### src/hw/perint_pkg.sv
package perint_pkg;

	// Bus word, word address and byte selects
	typedef logic [31:0] arch_t;
	typedef logic [29:0] addr_t;
	typedef logic [3:0]  sel_t;

	// Bus operations
	typedef logic [1:0] op_t;
	localparam op_t PI1_OP_NOP   = 2'd0;
	localparam op_t PI1_OP_WRITE = 2'd1;
	localparam op_t PI1_OP_READ  = 2'd2;

	// Device slots, the last one catches unmapped addresses
	typedef logic [1:0] slot_t;
	localparam slot_t SLOT_DEVTBL  = 2'd0;
	localparam slot_t SLOT_RAM     = 2'd1;
	localparam slot_t SLOT_INVALID = 2'd2;
	localparam int    SLOT_COUNT   = 3;

	// Window sizes in bytes, laid out from word address 0 in slot order
	localparam int unsigned DEVTBL_MAPSZ  = 'h1000;
	localparam int unsigned RAM_MAPSZ     = 'h400;
	localparam int unsigned INVALID_MAPSZ = 'h1000;

	// Device ids reported by the device table
	localparam logic [7:0] DEVID_DEVTBL  = 8'd7;
	localparam logic [7:0] DEVID_RAM     = 8'd1;
	localparam logic [7:0] DEVID_INVALID = 8'd0;

	// Software reset control register
	localparam addr_t DEVTBL_CTRL_OFFSET = 30'd16;
	localparam int    CTRL_RST0_BIT      = 0;
	localparam int    CTRL_RST1_BIT      = 1;

	typedef enum logic [1:0] {
		RUN,
		HOLD,
		PWROFF
	} rst_state_t;

endpackage

### src/hw/pi1_ifs.sv


// Single device port, op held until rdy
interface pi1_slv_if;
	perint_pkg::op_t   op;
	perint_pkg::addr_t offset;
	perint_pkg::arch_t wdata;
	perint_pkg::sel_t  sel;
	perint_pkg::arch_t rdata;
	logic              rdy;

	modport master (
		output op, offset, wdata, sel,
		input  rdata, rdy
	);

	modport slave (
		input  op, offset, wdata, sel,
		output rdata, rdy
	);
endinterface

### src/hw/dev_table.sv
`timescale 1ns/1ps

module dev_table (
	input  logic      clk48mhz,
	input  logic      rst_p,
	pi1_slv_if.slave  bus,
	output logic      ctrl_rst0_o,
	output logic      ctrl_rst1_o
);

	perint_pkg::arch_t rd_word;
	perint_pkg::arch_t rdata_q;
	perint_pkg::slot_t entry;
	perint_pkg::arch_t mapsz;
	logic [7:0]        id;
	logic              rdy_q;
	logic              access;

	assign access = (bus.op != perint_pkg::PI1_OP_NOP) && !rdy_q;
	assign entry  = perint_pkg::slot_t'(bus.offset >> 1);

	always_comb begin
		case (entry)
			perint_pkg::SLOT_DEVTBL: begin
				id    = perint_pkg::DEVID_DEVTBL;
				mapsz = perint_pkg::arch_t'(perint_pkg::DEVTBL_MAPSZ);
			end
			perint_pkg::SLOT_RAM: begin
				id    = perint_pkg::DEVID_RAM;
				mapsz = perint_pkg::arch_t'(perint_pkg::RAM_MAPSZ);
			end
			default: begin
				id    = perint_pkg::DEVID_INVALID;
				mapsz = perint_pkg::arch_t'(perint_pkg::INVALID_MAPSZ);
			end
		endcase

		rd_word = '0;
		if (bus.offset < perint_pkg::addr_t'(2 * perint_pkg::SLOT_COUNT)) begin
			// Even word holds the id and the interrupt bit 8, which no device sets
			// Odd word holds the map size
			rd_word = bus.offset[0] ? mapsz : {23'd0, 1'b0, id};
		end else if (bus.offset == perint_pkg::DEVTBL_CTRL_OFFSET) begin
			rd_word[perint_pkg::CTRL_RST0_BIT] = ctrl_rst0_o;
			rd_word[perint_pkg::CTRL_RST1_BIT] = ctrl_rst1_o;
		end
	end

	always_ff @(posedge clk48mhz) begin
		if (rst_p) begin
			rdy_q       <= 1'b0;
			ctrl_rst0_o <= 1'b0;
			ctrl_rst1_o <= 1'b0;
		end else begin
			rdy_q <= access;
			if (access && (bus.op == perint_pkg::PI1_OP_WRITE) &&
				(bus.offset == perint_pkg::DEVTBL_CTRL_OFFSET) && bus.sel[0]) begin
				ctrl_rst0_o <= bus.wdata[perint_pkg::CTRL_RST0_BIT];
				ctrl_rst1_o <= bus.wdata[perint_pkg::CTRL_RST1_BIT];
			end
		end
	end

	always_ff @(posedge clk48mhz) begin
		if (access) begin
			rdata_q <= rd_word;
		end
	end

	assign bus.rdy   = rdy_q;
	assign bus.rdata = rdata_q;

endmodule

### src/flat_wrapper.sv
// flat-port wrapper written by rule: the top's interface ports become plain ports
module dev_table_flat 
  (clk48mhz, rst_p, ctrl_rst0_o, ctrl_rst1_o, bus_op, bus_offset, bus_wdata, bus_sel, bus_rdata, bus_rdy);
  pi1_slv_if bus_i ();
  input  logic clk48mhz;
  input  logic rst_p;
  output logic ctrl_rst0_o;
  output logic ctrl_rst1_o;
  input wire logic [$bits(bus_i.op)-1:0] bus_op;
  input wire logic [$bits(bus_i.offset)-1:0] bus_offset;
  input wire logic [$bits(bus_i.wdata)-1:0] bus_wdata;
  input wire logic [$bits(bus_i.sel)-1:0] bus_sel;
  output wire logic [$bits(bus_i.rdata)-1:0] bus_rdata;
  output wire logic [$bits(bus_i.rdy)-1:0] bus_rdy;
  assign bus_i.op = bus_op;
  assign bus_i.offset = bus_offset;
  assign bus_i.wdata = bus_wdata;
  assign bus_i.sel = bus_sel;
  assign bus_rdata = bus_i.rdata;
  assign bus_rdy = bus_i.rdy;
  dev_table u_core (.clk48mhz(clk48mhz), .rst_p(rst_p), .bus(bus_i), .ctrl_rst0_o(ctrl_rst0_o), .ctrl_rst1_o(ctrl_rst1_o));
endmodule
### config.mk
export PLATFORM = sky130hd
export DESIGN_NAME = dev_table_flat
export DESIGN_NICKNAME = d
export VERILOG_FILES = /design/src/hw/perint_pkg.sv /design/src/hw/pi1_ifs.sv /design/src/hw/dev_table.sv /design/src/flat_wrapper.sv
export SDC_FILE = /design/constraint.sdc
export NUM_CORES = 1
export LEC_CHECK = 0
export ABC_AREA = 1
export BUFFER_PORTS_ARGS = -buffer_cell sky130_fd_sc_hd__buf_2
export CAP_MARGIN = 20
export CORE_UTILIZATION = 32
export CTS_CLUSTER_DIAMETER = 40
export DETAILED_ROUTE_END_ITERATION = 10
export PLACE_DENSITY = 0.87
export SLEW_MARGIN = 5
export SYNTH_ARGS = -nofsm -noshare
export SYNTH_HDL_FRONTEND = slang
export SYNTH_SLANG_ARGS = --single-unit
### constraint.sdc
create_clock -name clk48mhz -period 3.05 [get_ports clk48mhz]
set_input_delay 0.61 -clock clk48mhz [delete_from_list [all_inputs] [get_ports clk48mhz]]
set_output_delay 0.61 -clock clk48mhz [all_outputs]
set_load 0.005 [all_outputs]
==> impl_metrics.sql, run 1 <==
INSERT INTO impl_metrics (metric_group, metric, value, unit) VALUES
('run_status', 'outcome', 'finished, final reports clean', ''),
('drt', 'post_detailed_route_drc_marker_count', '0', ''),
('clock_network', 'cts.hold.buffers_added', '0', ''),
('pwr', 'p_int', '196.7', 'uW'),
('finish', 'drive_above_1_share', '31.87', '%'),
('timing', 'finalHoldViolations', '0', ''),
('logic_synthesis', 'synth.top_cell.area_share', '27.14', '%'),
('timing', 'rsz0062_at_grt', 'false', ''),
('pwr', 'power.share.sequential', '45.9', '%'),
('pwr', 'p_per_area', '289.5', 'mW/mm^2'),
('hold_path', 'origin_of_the_worst_min_delay_path', 'u_core.bus.rdy$_SDFF_PP0_', ''),
('logic_synthesis', 'dominantRegCellSynth', 'sky130_fd_sc_hd__edfxtp_1', ''),
('logic_synthesis', 'synthMostInstantiatedCell', 'sky130_fd_sc_hd__nor2_1', ''),
('pwr', 'power_frac_clock', '32.4', '%'),
('hold_path', 'worst_hold_path_type', 'register to register', ''),
('pwr', 'power.switching_fraction', '26.42', '%'),
('drt', 'postRouteWirelength', '1399', 'microns'),
('pwr', 'leakage_power_of_the_design', '0.5042', 'nW'),
('timing', 'layout_setup_ws', '1.658', 'ns'),
('hold_path', 'hold_end', 'u_core.bus.rdy$_SDFF_PP0_', ''),
('placed_design', 'gp_congestion', '0.7164', ''),
('floorplanning', 'die_width', '50.32', 'microns'),
('clock_network', 'cts_setup_buffers', '0', ''),
('critical_path', 'r2r-start', 'u_core.bus.rdy$_SDFF_PP0_', ''),
('logic_synthesis', 'avgSynthCellArea', '6.610', 'sq um'),
('global_routing', 'grt_start_max_net_pins', '6', ''),
('floorplanning', 'placement_rows', '17', ''),
('timing', 'max_clock_freq', '718.3', 'MHz'),
('global_routing', 'grt_pass1_vias', '601', ''),
('clock_network', 'cts_resized', '0', ''),
('clock_network', 'clock_insertion_delay_worst_skew', '0.26', 'ns'),
('timing', 'fin_setup_tns', '0', 'ns'),
('placed_design', 'port_buffers', '44', ''),
('global_routing', 'grt_use_total', '11.66', '%'),
('clock_network', 'numCtsBuffers', '3', ''),
('timing', 'setup-violations-final', '0', ''),
('floorplanning', 'die_h', '50.32', 'microns'),
('drt', 'vias_per_cell', '3.941', ''),
('logic_synthesis', 'ys_top_cells_by_area', 'sky130_fd_sc_hd__buf_4 27%, sky130_fd_sc_hd__edfxtp_1 20%, sky130_fd_sc_hd__nor2_1 15%, sky130_fd_sc_hd__nand2_1 11%, sky130_fd_sc_hd__dfxtp_1 8.0%', ''),
('critical_path', 'critical_path.reg2reg.endpoint', 'u_core.bus.rdata[10]$_SDFFCE_PN0N_', ''),
('floorplanning', 'floorplan.initialDensity', '33.77', '%'),
('drt', 'drt-initial-drc-count', '15', ''),
('critical_path', 'startpoint_type', 'input pin', ''),
('logic_synthesis', 'ys_types', '16', ''),
('clock_network', 'tritoncts', 'done', ''),
('logic_synthesis', 'yosys_warnings', '0', ''),
('floorplanning', 'die_area', '0.002532', 'sq mm'),
('placed_design', 'hpwl', '1226', 'microns'),
('global_routing', 'number_of_antenna_violations_at_the_first_check_in_global_routing', '0', ''),
('critical_path', 'setup.worst_path.class', 'input pin to register', ''),
('critical_path', 'worst_ep_arrival_time', '1.51', 'ns'),
('drt', 'drt_first_pass_iters', '4', ''),
('clock_network', 'number_of_clock_sinks_seen_by_cts', '8', ''),
('global_routing', 'overflow', '0', ''),
('logic_synthesis', 'syn-cell-area', '747.0', 'sq um'),
('job', 'max_cap_viols', '0', ''),
('drt', 'postRouteAntennaNets', '0', ''),
('logic_synthesis', 'yosysTopAreaCell', 'sky130_fd_sc_hd__buf_4', ''),
('critical_path', 'critPathCaptureType', 'register', ''),
('floorplanning', 'num_io_pins', '105', ''),
('clock_network', 'clock_tree.root_cell', 'sky130_fd_sc_hd__clkbuf_4', ''),
('critical_path', 'worst-path-max-fanout', '3', ''),
('clock_network', 'cts_max_path_buffers', '2', ''),
('logic_synthesis', 'number_of_synthesized_register_bits', '8', ''),
('pwr', 'peakVddDrop', '0.1578', 'mV'),
('finish', 'antenna-diode-count', '0', ''),
('logic_synthesis', 'post_synth_inst_count', '113', ''),
('pwr', 'p_switching', '70.62', 'uW'),
('pwr', 'combinationalPowerShare', '21.7', '%'),
('finish', 'nets', '231', ''),
('clock_network', 'h-tree-depth', '1', '');
[flip-flops by register name, summed over array words and instances, names as in the netlist]
name and cells:
u_core.ctrl_rst0_o 1, u_core.bus.rdy 1, u_core.bus.rdata 5, u_core.ctrl_rst1_o 1
[worst max-delay path, stage by stage]
cell,delay [ns]
sky130_fd_sc_hd__buf_2,0.10
sky130_fd_sc_hd__nor2_1,0.18
sky130_fd_sc_hd__nand4_1,0.11
sky130_fd_sc_hd__nor2_1,0.17
sky130_fd_sc_hd__and2_1,0.16
sky130_fd_sc_hd__nand2_1,0.07
sky130_fd_sc_hd__nor2_1,0.11
[layout make-up]
cell class                 count  area, sq um
tap                           28        35.03
clock buffer                   4        26.28
fill                         256         1289
sequential                     8        210.2
timing repair buffer          44        220.2
inverter                      10        37.54
multi-input combinational     94        394.1
[placed cells by master, fill, tap and decap left out]
master	count
sky130_fd_sc_hd__and2_1	1
sky130_fd_sc_hd__nor3_1	1
sky130_fd_sc_hd__clkbuf_4	3
sky130_fd_sc_hd__nand2_1	22
sky130_fd_sc_hd__conb_1	27
sky130_fd_sc_hd__buf_2	44
sky130_fd_sc_hd__nand4_1	4
sky130_fd_sc_hd__nand3_1	2
sky130_fd_sc_hd__nor3_2	1
sky130_fd_sc_hd__nor2_4	1
sky130_fd_sc_hd__edfxtp_1	5
sky130_fd_sc_hd__clkbuf_1	1
sky130_fd_sc_hd__nor2_1	30
sky130_fd_sc_hd__inv_1	10
sky130_fd_sc_hd__nor2_2	2
sky130_fd_sc_hd__o211ai_1	1
sky130_fd_sc_hd__dfxtp_1	3
sky130_fd_sc_hd__a21oi_1	2
[power groups by stage]
stage	logic (mW)	registers, mW	clock network (mW)
2_1_floorplan	0.0494	0.126	0
3_3_place_gp	0.0563	0.125	0
3_5_place_dp	0.0573	0.125	0
4_1_cts	0.0575	0.123	0.0881
5_1_grt	0.0668	0.123	0.0930
6_report	0.0579	0.123	0.0867
[worst max-delay path by stage]
| stage | from | end | slack, ns | cells after the start |
|---|---|---|---|---|
| 2_1_floorplan | bus_offset[9] | u_core.ctrl_rst0_o$_SDFFE_PP0P_ | 1.68 | 8 |
| 3_3_place_gp | bus_offset[23] | u_core.bus.rdata[12]$_SDFFCE_PN0N_ | 1.43 | 7 |
| 3_5_place_dp | bus_offset[23] | u_core.bus.rdata[12]$_SDFFCE_PN0N_ | 1.38 | 7 |
| 4_1_cts | bus_offset[23] | u_core.bus.rdata[12]$_SDFFCE_PN0N_ | 1.65 | 7 |
| 5_1_grt | bus_offset[23] | u_core.bus.rdata[12]$_SDFFCE_PN0N_ | 1.48 | 7 |
| 6_report | bus_offset[23] | u_core.bus.rdata[12]$_SDFFCE_PN0N_ | 1.66 | 7 |
[logic make-up (layout without fill, tap and decap cells)]
logic type,count (synthesis),in the layout,synth area share [%]
AO/OA/AOI/OAI,3,3,2.345
buffers and inverters,37,58,32.16
flip-flops,8,8,28.14
other,1,27,0.5020
AND/OR/NAND/NOR,64,64,36.85
[layer usage]
| layer | track usage, % | vias up | wire, microns |
|---|---|---|---|
| met3 | 2.424 | 2 | 120 |
| met2 | 21.33 | 41 | 721 |
| met4 | 5.556 | 0 | 11 |
| li1 | - | 393 | - |
| met1 | 12.59 | 305 | 545 |
| met5 | 0 | - | 0 |
[stage by stage]
step | cell area [sq um] | instances | total power [mW]
3_3_place_gp | 897.1 | 184 | 0.1810
2_1_floorplan | 844.6 | 139 | 0.1754
6_report | 923.4 | 188 | 0.2674
5_1_grt | 923.4 | 188 | 0.2828
4_1_cts | 923.4 | 188 | 0.2684
3_5_place_dp | 897.1 | 184 | 0.1823
(Power assumes the default switching activity.)
==> run 2, diff against run 1 <==
--- a/config.mk
+++ b/config.mk
@@ -8,10 +8,10 @@
 export ABC_AREA = 1
 export BUFFER_PORTS_ARGS = -buffer_cell sky130_fd_sc_hd__buf_2
 export CAP_MARGIN = 20
-export CORE_UTILIZATION = 32
+export CORE_UTILIZATION = 30
 export CTS_CLUSTER_DIAMETER = 40
 export DETAILED_ROUTE_END_ITERATION = 10
-export PLACE_DENSITY = 0.87
+export PLACE_DENSITY = 0.83
 export SLEW_MARGIN = 5
 export SYNTH_ARGS = -nofsm -noshare
 export SYNTH_HDL_FRONTEND = slang
==> constraint.sdc (replaced) <==
create_clock -name clk48mhz -period 1.3 [get_ports clk48mhz]
set_input_delay 0.26 -clock clk48mhz [delete_from_list [all_inputs] [get_ports clk48mhz]]
set_output_delay 0.26 -clock clk48mhz [all_outputs]
set_load 0.005 [all_outputs]
==> impl_metrics.sql, run 2 (synthesis gave the netlist of run 1 again) <==
INSERT INTO impl_metrics (metric_group, metric, value, unit) VALUES
('critical_path', 'worst_path_largest_cell_delay', '0.38', 'ns'),
('placed_design', 'port_buffers', '44', ''),
('floorplanning', 'num_io_pins', '105', ''),
('critical_path', 'timing.reg2reg.worst_path_depth', '1', ''),
('critical_path', 'worst-endpoint-required', '1.04', 'ns'),
('critical_path', 'crit_slowest_cell', 'sky130_fd_sc_hd__dfxtp_1', ''),
('critical_path', 'worst-path-max-fanout', '4', ''),
('drt', 'vias_per_cell', '3.841', ''),
('clock_network', 'cts_setup_buffers', '0', ''),
('global_routing', 'grt_first_pass_wirelength', '2408', 'microns'),
('finish', 'area_delta_synth_final', '24.62', '%'),
('clock_network', 'h-tree-depth', '1', ''),
('timing', 'fin_crit_sh', '79.26', '%'),
('critical_path', 'critical_path.n_buffers_inverters', '1', ''),
('critical_path', 'worst-r2r-setup-slack', '0.29', 'ns'),
('drt', 'avgRoutedWirePerCell', '7.333', 'microns'),
('clock_network', 'cts.hold.buffers_added', '0', ''),
('clock_network', 'numCtsBuffers', '3', ''),
('pwr', 'p_per_area', '671.2', 'mW/mm^2'),
('pwr', 'p_switching', '161.7', 'uW'),
('clock_network', 'cts_max_path_buffers', '2', ''),
('drt', 'postRouteWirelength', '1386', 'microns'),
('timing', 'fin_setup_tns', '0', 'ns'),
('pwr', 'p_int', '463.1', 'uW'),
('finish', 'final_cell_mix', '44 x sky130_fd_sc_hd__buf_2, 30 x sky130_fd_sc_hd__nor2_1, 27 x sky130_fd_sc_hd__conb_1', ''),
('placed_design', 'hpwl', '1277', 'microns'),
('global_routing', 'grt_pass1_vias', '619', ''),
('pwr', 'power.switching_fraction', '25.89', '%'),
('critical_path', 'crit_path_depth', '1', ''),
('timing', 'max_clock_freq', '970.5', 'MHz'),
('floorplanning', 'die_width', '51.90', 'microns'),
('global_routing', 'overflow', '0', ''),
('floorplanning', 'die_h', '51.90', 'microns'),
('drt', 'num_vias', '726', ''),
('critical_path', 'critPathCaptureType', 'output pin', ''),
('run_status', 'outcome', 'finished, final reports clean', ''),
('drt', 'postRouteAntennaNets', '0', ''),
('critical_path', 'path_cells', 'buf_2', ''),
('clock_network', 'tritoncts', 'done', ''),
('global_routing', 'number_of_antenna_violations_at_the_first_check_in_global_routing', '0', ''),
('floorplanning', 'floorplan.initialDensity', '32.82', '%'),
('floorplanning', 'die_area', '0.002694', 'sq mm'),
('placed_design', 'placement.setup.worst_slack', '0.002129', 'ns'),
('global_routing', 'grt_start_max_net_pins', '6', ''),
('timing', 'minimum_clock_period_after_layout', '1.030', 'ns'),
('critical_path', 'cp_launch_point', 'u_core.bus.rdy$_SDFF_PP0_', ''),
('pwr', 'peakVddDrop', '0.4534', 'mV'),
('clock_network', 'clock_insertion_delay_worst_skew', '0.25', 'ns'),
('critical_path', 'path_delay_family', 'flip-flops', ''),
('pwr', 'leakage_power_of_the_design', '0.5093', 'nW'),
('timing', 'slew_viols_final', '0', ''),
('placed_design', 'post_dp_cell_area', '904.6', 'sq um'),
('clock_network', 'clk_pin_slew_worst_paths', '0.06', 'ns'),
('clock_network', 'number_of_clock_sinks_seen_by_cts', '8', ''),
('critical_path', 'critical_path.reg2reg.endpoint', 'u_core.bus.rdata[12]$_SDFFCE_PN0N_', ''),
('job', 'max_cap_viols', '0', ''),
('hold_path', 'worst_hold_path_type', 'input pin to register', ''),
('timing', 'timing.clock.skew', '0.004980', 'ns'),
('placed_design', 'gp_congestion', '0.6947', ''),
('drt', 'post_detailed_route_drc_marker_count', '0', ''),
('drt', 'drt-initial-drc-count', '1', ''),
('timing', 'finalHoldViolations', '0', ''),
('timing', 'rsz0062_at_grt', 'false', ''),
('drt', 'drt_first_pass_iters', '2', ''),
('finish', 'largest_register_ffs', '5', ''),
('clock_network', 'clock_tree.root_cell', 'sky130_fd_sc_hd__clkbuf_4', ''),
('critical_path', 'setup.worst_path.end', 'bus_rdy', ''),
('pwr', 'combinationalPowerShare', '21.8', '%'),
('critical_path', 'setup.worst_path.class', 'register to output pin', ''),
('floorplanning', 'core_area', '0.002276', 'sq mm'),
('critical_path', 'startpoint_type', 'register', ''),
('critical_path', 'r2r-start', 'u_core.bus.rdy$_SDFF_PP0_', ''),
('finish', 'nets', '232', ''),
('finish', 'post-route-cell-area', '930.9', 'sq um'),
('timing', 'setup-violations-final', '0', ''),
('floorplanning', 'placement_rows', '17', ''),
('finish', 'drive_above_1_share', '32.30', '%'),
('finish', 'antenna-diode-count', '0', ''),
('global_routing', 'grt_use_total', '11.93', '%'),
('critical_path', 'worst_ep_arrival_time', '0.77', 'ns'),
('finish', 'final_common_cell', 'sky130_fd_sc_hd__buf_2', ''),
('timing', 'layout_setup_ws', '0.2696', 'ns'),
('pwr', 'power.share.sequential', '46.1', '%'),
('clock_network', 'cts_resized', '0', ''),
('pwr', 'power_frac_clock', '32.1', '%');
-- run 2: cell types whose count changed in the layout (fill, tap and decap cells not counted), sizes merged --
cell  before  now
buf       44   45
-- run 2: power groups by stage --
stage | logic [mW] | clock network, mW | registers, mW
2_1_floorplan | 0.116 | 0 | 0.295
3_3_place_gp | 0.134 | 0 | 0.293
3_5_place_dp | 0.136 | 0 | 0.293
4_1_cts | 0.136 | 0.205 | 0.288
5_1_grt | 0.160 | 0.219 | 0.289
6_report | 0.136 | 0.201 | 0.288
-- run 2: area by class of cell --
| cell class | count | area (sq um) |
|---|---|---|
| Sequential cell | 8 | 210.2 |
| Timing Repair Buffer | 45 | 227.7 |
| Inverter | 10 | 37.54 |
| Fill cell | 264 | 1345 |
| Tap cell | 28 | 35.03 |
| Multi-Input combinational cell | 94 | 394.1 |
| Clock buffer | 4 | 26.28 |
-- run 2: through the flow --
step | hold slack [ns] | power (mW) | util [%] | std cells
global placement | 0.4384 | 0.4266 | 39.75 | 185
CTS | 0.1740 | 0.6296 | 40.90 | 189
finish | 0.1790 | 0.6248 | 40.90 | 189
global route | 0.1804 | 0.6676 | 40.90 | 189
detailed placement | 0.4431 | 0.4295 | 39.75 | 185
floorplan | 0.3368 | 0.4115 | - | 139
-- run 2: worst min path at each step --
stage           from                   endpoint  slack (ns)  cells after the start
3_5_place_dp   rst_p  u_core.bus.rdy$_SDFF_PP0_        0.44                      2
2_1_floorplan  rst_p  u_core.bus.rdy$_SDFF_PP0_        0.34                      1
5_1_grt        rst_p  u_core.bus.rdy$_SDFF_PP0_        0.18                      2
3_3_place_gp   rst_p  u_core.bus.rdy$_SDFF_PP0_        0.44                      2
6_report       rst_p  u_core.bus.rdy$_SDFF_PP0_        0.18                      2
4_1_cts        rst_p  u_core.bus.rdy$_SDFF_PP0_        0.17                      2
-- run 2: per-layer routing --
layer  track usage (%)  routed length [microns]  part of all wire, %  vias up
met5                 0                        0                    0        -
met4             5.405                        0                    0        0
met3             3.216                      134                  9.7        0
met2             20.73                      732                   53       36
met1             13.37                      519                   37      295
li1                  -                        -                    -      395
==> run 3, diff against run 2 <==
--- a/config.mk
+++ b/config.mk
@@ -5,13 +5,13 @@
 export SDC_FILE = /design/constraint.sdc
 export NUM_CORES = 1
 export LEC_CHECK = 0
-export ABC_AREA = 1
+export ABC_AREA = 0
 export BUFFER_PORTS_ARGS = -buffer_cell sky130_fd_sc_hd__buf_2
 export CAP_MARGIN = 20
-export CORE_UTILIZATION = 30
+export CORE_UTILIZATION = 25
 export CTS_CLUSTER_DIAMETER = 40
 export DETAILED_ROUTE_END_ITERATION = 10
-export PLACE_DENSITY = 0.83
+export PLACE_DENSITY = 0.78
 export SLEW_MARGIN = 5
 export SYNTH_ARGS = -nofsm -noshare
 export SYNTH_HDL_FRONTEND = slang
==> constraint.sdc (replaced) <==
create_clock -name clk48mhz -period 0.85 [get_ports clk48mhz]
set_input_delay 0.17 -clock clk48mhz [delete_from_list [all_inputs] [get_ports clk48mhz]]
set_output_delay 0.17 -clock clk48mhz [all_outputs]
set_load 0.005 [all_outputs]
==> impl_metrics.sql, run 3 <==
INSERT INTO impl_metrics (metric_group, metric, value, unit) VALUES
('floorplanning', 'placement_rows', '18', ''),
('run_status', 'outcome', 'complete, but fails checks', ''),
('logic_synthesis', 'synth.top_cell.area_share', '30.45', '%'),
('critical_path', 'critPathCaptureType', 'register', ''),
('clock_network', 'clock_tree.root_cell', 'sky130_fd_sc_hd__clkbuf_4', ''),
('placed_design', 'gp_congestion', '0.7138', ''),
('global_routing', 'grt_pass1_vias', '592', ''),
('timing', 'minimum_clock_period_after_layout', '1.052', 'ns'),
('logic_synthesis', 'number_of_synthesized_register_bits', '8', ''),
('pwr', 'peakVddDrop', '0.6732', 'mV'),
('clock_network', 'cts_max_path_buffers', '2', ''),
('finish', 'nets', '199', ''),
('pwr', 'p_per_area', '988.7', 'mW/mm^2'),
('floorplanning', 'die_h', '53.60', 'microns'),
('critical_path', 'worst_ep_arrival_time', '1.23', 'ns'),
('critical_path', 'path_cells', 'and4bb_2, and4_4, mux2i_1', ''),
('clock_network', 'tritoncts', 'done', ''),
('timing', 'timing.clock.skew', '0.01100', 'ns'),
('logic_synthesis', 'main_combinational_cell_family_by_area_after_synthesis', 'buffers and inverters', ''),
('clock_network', 'clk_pin_slew_worst_paths', '0.05', 'ns'),
('logic_synthesis', 'post_synth_inst_count', '73', ''),
('floorplanning', 'num_io_pins', '105', ''),
('drt', 'vias_per_cell', '4.209', ''),
('logic_synthesis', 'synth_common_cells', '27 x sky130_fd_sc_hd__buf_4, 5 x sky130_fd_sc_hd__edfxtp_1, 5 x sky130_fd_sc_hd__nor2_1', ''),
('clock_network', 'number_of_clock_sinks_seen_by_cts', '8', ''),
('critical_path', 'timing.reg2reg.worst_path_depth', '3', ''),
('finish', 'final_cell_mix', '36 x sky130_fd_sc_hd__buf_2, 27 x sky130_fd_sc_hd__conb_1, 9 x sky130_fd_sc_hd__buf_6', ''),
('clock_network', 'clock_insertion_delay_worst_skew', '0.26', 'ns'),
('floorplanning', 'floorplan.initialDensity', '26.63', '%'),
('global_routing', 'overflow', '0', ''),
('timing', 'fin_crit_sh', '123.7', '%'),
('drt', 'drt-initial-drc-count', '3', ''),
('logic_synthesis', 'synthSimpleGateAreaFrac', '29.14', '%'),
('timing', 'rsz0062_at_grt', 'true', ''),
('hold_path', 'worst_hold_path_type', 'input pin to register', ''),
('logic_synthesis', 'adder_cell_share_of_the_synthesized_area', '0', '%'),
('finish', 'final.fill_count', '263', ''),
('clock_network', 'numCtsBuffers', '3', ''),
('logic_synthesis', 'yosysTopAreaCell', 'sky130_fd_sc_hd__buf_4', ''),
('job', 'max_cap_viols', '0', ''),
('floorplanning', 'core_area', '0.002500', 'sq mm'),
('hold_path', 'origin_of_the_worst_min_delay_path', 'rst_p', ''),
('logic_synthesis', 'synthMostInstantiatedCell', 'sky130_fd_sc_hd__buf_4', ''),
('logic_synthesis', 'synth_xor_area_share', '0', '%'),
('logic_synthesis', 'ys_async_sr_fraction', '0', '%'),
('logic_synthesis', 'share_of_the_yosys_chip_area_belonging_to_registers', '31.58', '%'),
('critical_path', 'startpoint_type', 'register', ''),
('pwr', 'leakage_power_of_the_design', '0.4983', 'nW'),
('logic_synthesis', 'ys_types', '20', ''),
('global_routing', 'grt_first_pass_wirelength', '2380', 'microns'),
('logic_synthesis', 'avgSynthCellArea', '9.118', 'sq um'),
('logic_synthesis', 'yosys_warnings', '0', ''),
('logic_synthesis', 'ys_top_cells_by_area', 'sky130_fd_sc_hd__buf_4 30%, sky130_fd_sc_hd__edfxtp_1 23%, sky130_fd_sc_hd__dfxtp_1 9.0%, sky130_fd_sc_hd__nor4_2 5.6%, sky130_fd_sc_hd__nand2b_1 3.8%', ''),
('critical_path', 'r2r-start', 'u_core.bus.rdy$_SDFF_PP0_', ''),
('critical_path', 'crit_slowest_cell', 'sky130_fd_sc_hd__dfxtp_2', ''),
('drt', 'postRouteWirelength', '1642', 'microns'),
('floorplanning', 'die_area', '0.002873', 'sq mm'),
('logic_synthesis', 'synth_edf_count', '5', ''),
('drt', 'postRouteAntennaNets', '0', ''),
('global_routing', 'grt_use_total', '11.77', '%'),
('timing', 'max_clock_freq', '950.8', 'MHz'),
('drt', 'num_vias', '665', ''),
('critical_path', 'critical_path.reg2reg.endpoint', 'u_core.ctrl_rst1_o$_SDFFE_PP0P_', ''),
('critical_path', 'setup.worst_path.class', 'register to register', ''),
('floorplanning', 'die_width', '53.60', 'microns'),
('drt', 'drt_first_pass_iters', '4', ''),
('finish', 'antenna-diode-count', '0', ''),
('finish', 'area_delta_synth_final', '57.90', '%'),
('drt', 'post_detailed_route_drc_marker_count', '0', ''),
('finish', 'largest_register_ffs', '5', ''),
('drt', 'avgRoutedWirePerCell', '10.39', 'microns'),
('finish', 'final_common_cell', 'sky130_fd_sc_hd__buf_2', ''),
('hold_path', 'hold_end', 'u_core.bus.rdy$_SDFF_PP0_', ''),
('run_status', 'failed_checks', 'negative setup slack', ''),
('critical_path', 'worst-path-max-fanout', '2', ''),
('global_routing', 'number_of_antenna_violations_at_the_first_check_in_global_routing', '0', ''),
('hold_path', 'hold-path-cell-count', '2', ''),
('clock_network', 'h-tree-depth', '1', ''),
('logic_synthesis', 'dominantRegCellSynth', 'sky130_fd_sc_hd__edfxtp_1', ''),
('placed_design', 'port_buffers', '44', ''),
('critical_path', 'worst-r2r-setup-slack', '-0.20', 'ns'),
('global_routing', 'grt_start_max_net_pins', '7', ''),
('timing', 'finalHoldViolations', '0', ''),
('timing', 'whs', '0.1299', 'ns'),
('logic_synthesis', 'synth_compound_area_share', '3.571', '%'),
('pwr', 'final_power', '1.039', 'mW'),
('timing', 'layout_setup_ws', '-0.2017', 'ns'),
('finish', 'drive_above_1_share', '54.69', '%'),
('critical_path', 'worst-endpoint-required', '1.03', 'ns'),
('timing', 'slew_viols_final', '0', ''),
('placed_design', 'hpwl', '1267', 'microns'),
('logic_synthesis', 'synth.mux.area_fraction', '3.008', '%'),
('critical_path', 'worst_path_largest_cell_delay', '0.32', 'ns'),
('timing', 'setup-violations-final', '20', ''),
('logic_synthesis', 'syn-cell-area', '665.6', 'sq um');
run 3: cell types whose count changed after synthesis, sizes merged, moves of 4 or more:
cell and delta:
nor4 +6, nand2 -22, nor2 -28, nand2b +4
inv -7
run 3: how the worst max path moves through the flow:
stage	start	to	slack, ns
3_5_place_dp	bus_offset[18]	u_core.ctrl_rst1_o$_SDFFE_PP0P_	-0.45
5_1_grt	bus_offset[25]	u_core.ctrl_rst0_o$_SDFFE_PP0P_	-0.24
4_1_cts	u_core.bus.rdy$_SDFF_PP0_	u_core.ctrl_rst1_o$_SDFFE_PP0P_	-0.19
6_report	u_core.bus.rdy$_SDFF_PP0_	u_core.ctrl_rst1_o$_SDFFE_PP0P_	-0.20
2_1_floorplan	bus_offset[18]	u_core.ctrl_rst0_o$_SDFFE_PP0P_	-0.27
3_3_place_gp	bus_offset[10]	u_core.ctrl_rst1_o$_SDFFE_PP0P_	-0.44
run 3: power by group:
part	switching (mW)	internal (mW)	total, mW
registers	0.00602	0.434	0.440
clock network	0.130	0.180	0.309
logic	0.141	0.149	0.289
total	0.276	0.763	1.04
run 3: kinds of logic (layout without fill, tap and decap cells):
group / after synthesis / count (layout)
AND/OR/NAND/NOR: 28 / 28
buffers and inverters: 30 / 59
flip-flops: 8 / 8
AO/OA/AOI/OAI: 4 / 4
other: 1 / 27
multiplexers: 2 / 2
run 3: through the flow:
stage	worst slack, ns	util, %	std cells	cell area (sq um)	TNS [ns]
floorplan	-0.2651	-	99	802.0	-1.348
global placement	-0.4408	36.09	152	902.1	-3.262
detailed placement	-0.4501	36.09	152	902.1	-3.526
CTS	-0.1926	39.39	156	984.7	-1.757
global route	-0.2359	42.04	158	1051	-2.437
finish	-0.2017	42.04	158	1051	-1.651
run 3: repair_timing:
item / 4_1_cts / 5_1_grt
buffers inserted: 0 / 2
setup endpoints to repair: 20 / 20
resized for setup: 9 / 9
hold buffers: 0 / 0
pin swaps: 11 / 4
run 3: per-layer routing:
| layer | global-route usage [%] | part of all wire [%] |
|---|---|---|
| met5 | 0 | 0 |
| met4 | 6.140 | 1.5 |
| met3 | 2.542 | 11 |
| met2 | 23.13 | 55 |
| met1 | 11.21 | 33 |
run 3: area by class of cell:
type / count / area (sq um) / area share (%)
timing repair buffer: 52 / 334.1 / 31.79
sequential: 8 / 211.5 / 20.12
clock buffer: 4 / 26.28 / 2.500
inverter: 3 / 11.26 / 1.071
multi-input combinational: 61 / 430.4 / 40.95
tap: 30 / 37.54 / 3.571
run 3: critical path, delay by kind of cell (launching register included):
kind / cells / cell delay [ns]
AND/OR/NAND/NOR: 2 / 0.50
flip-flops: 1 / 0.32
multiplexers: 1 / 0.17
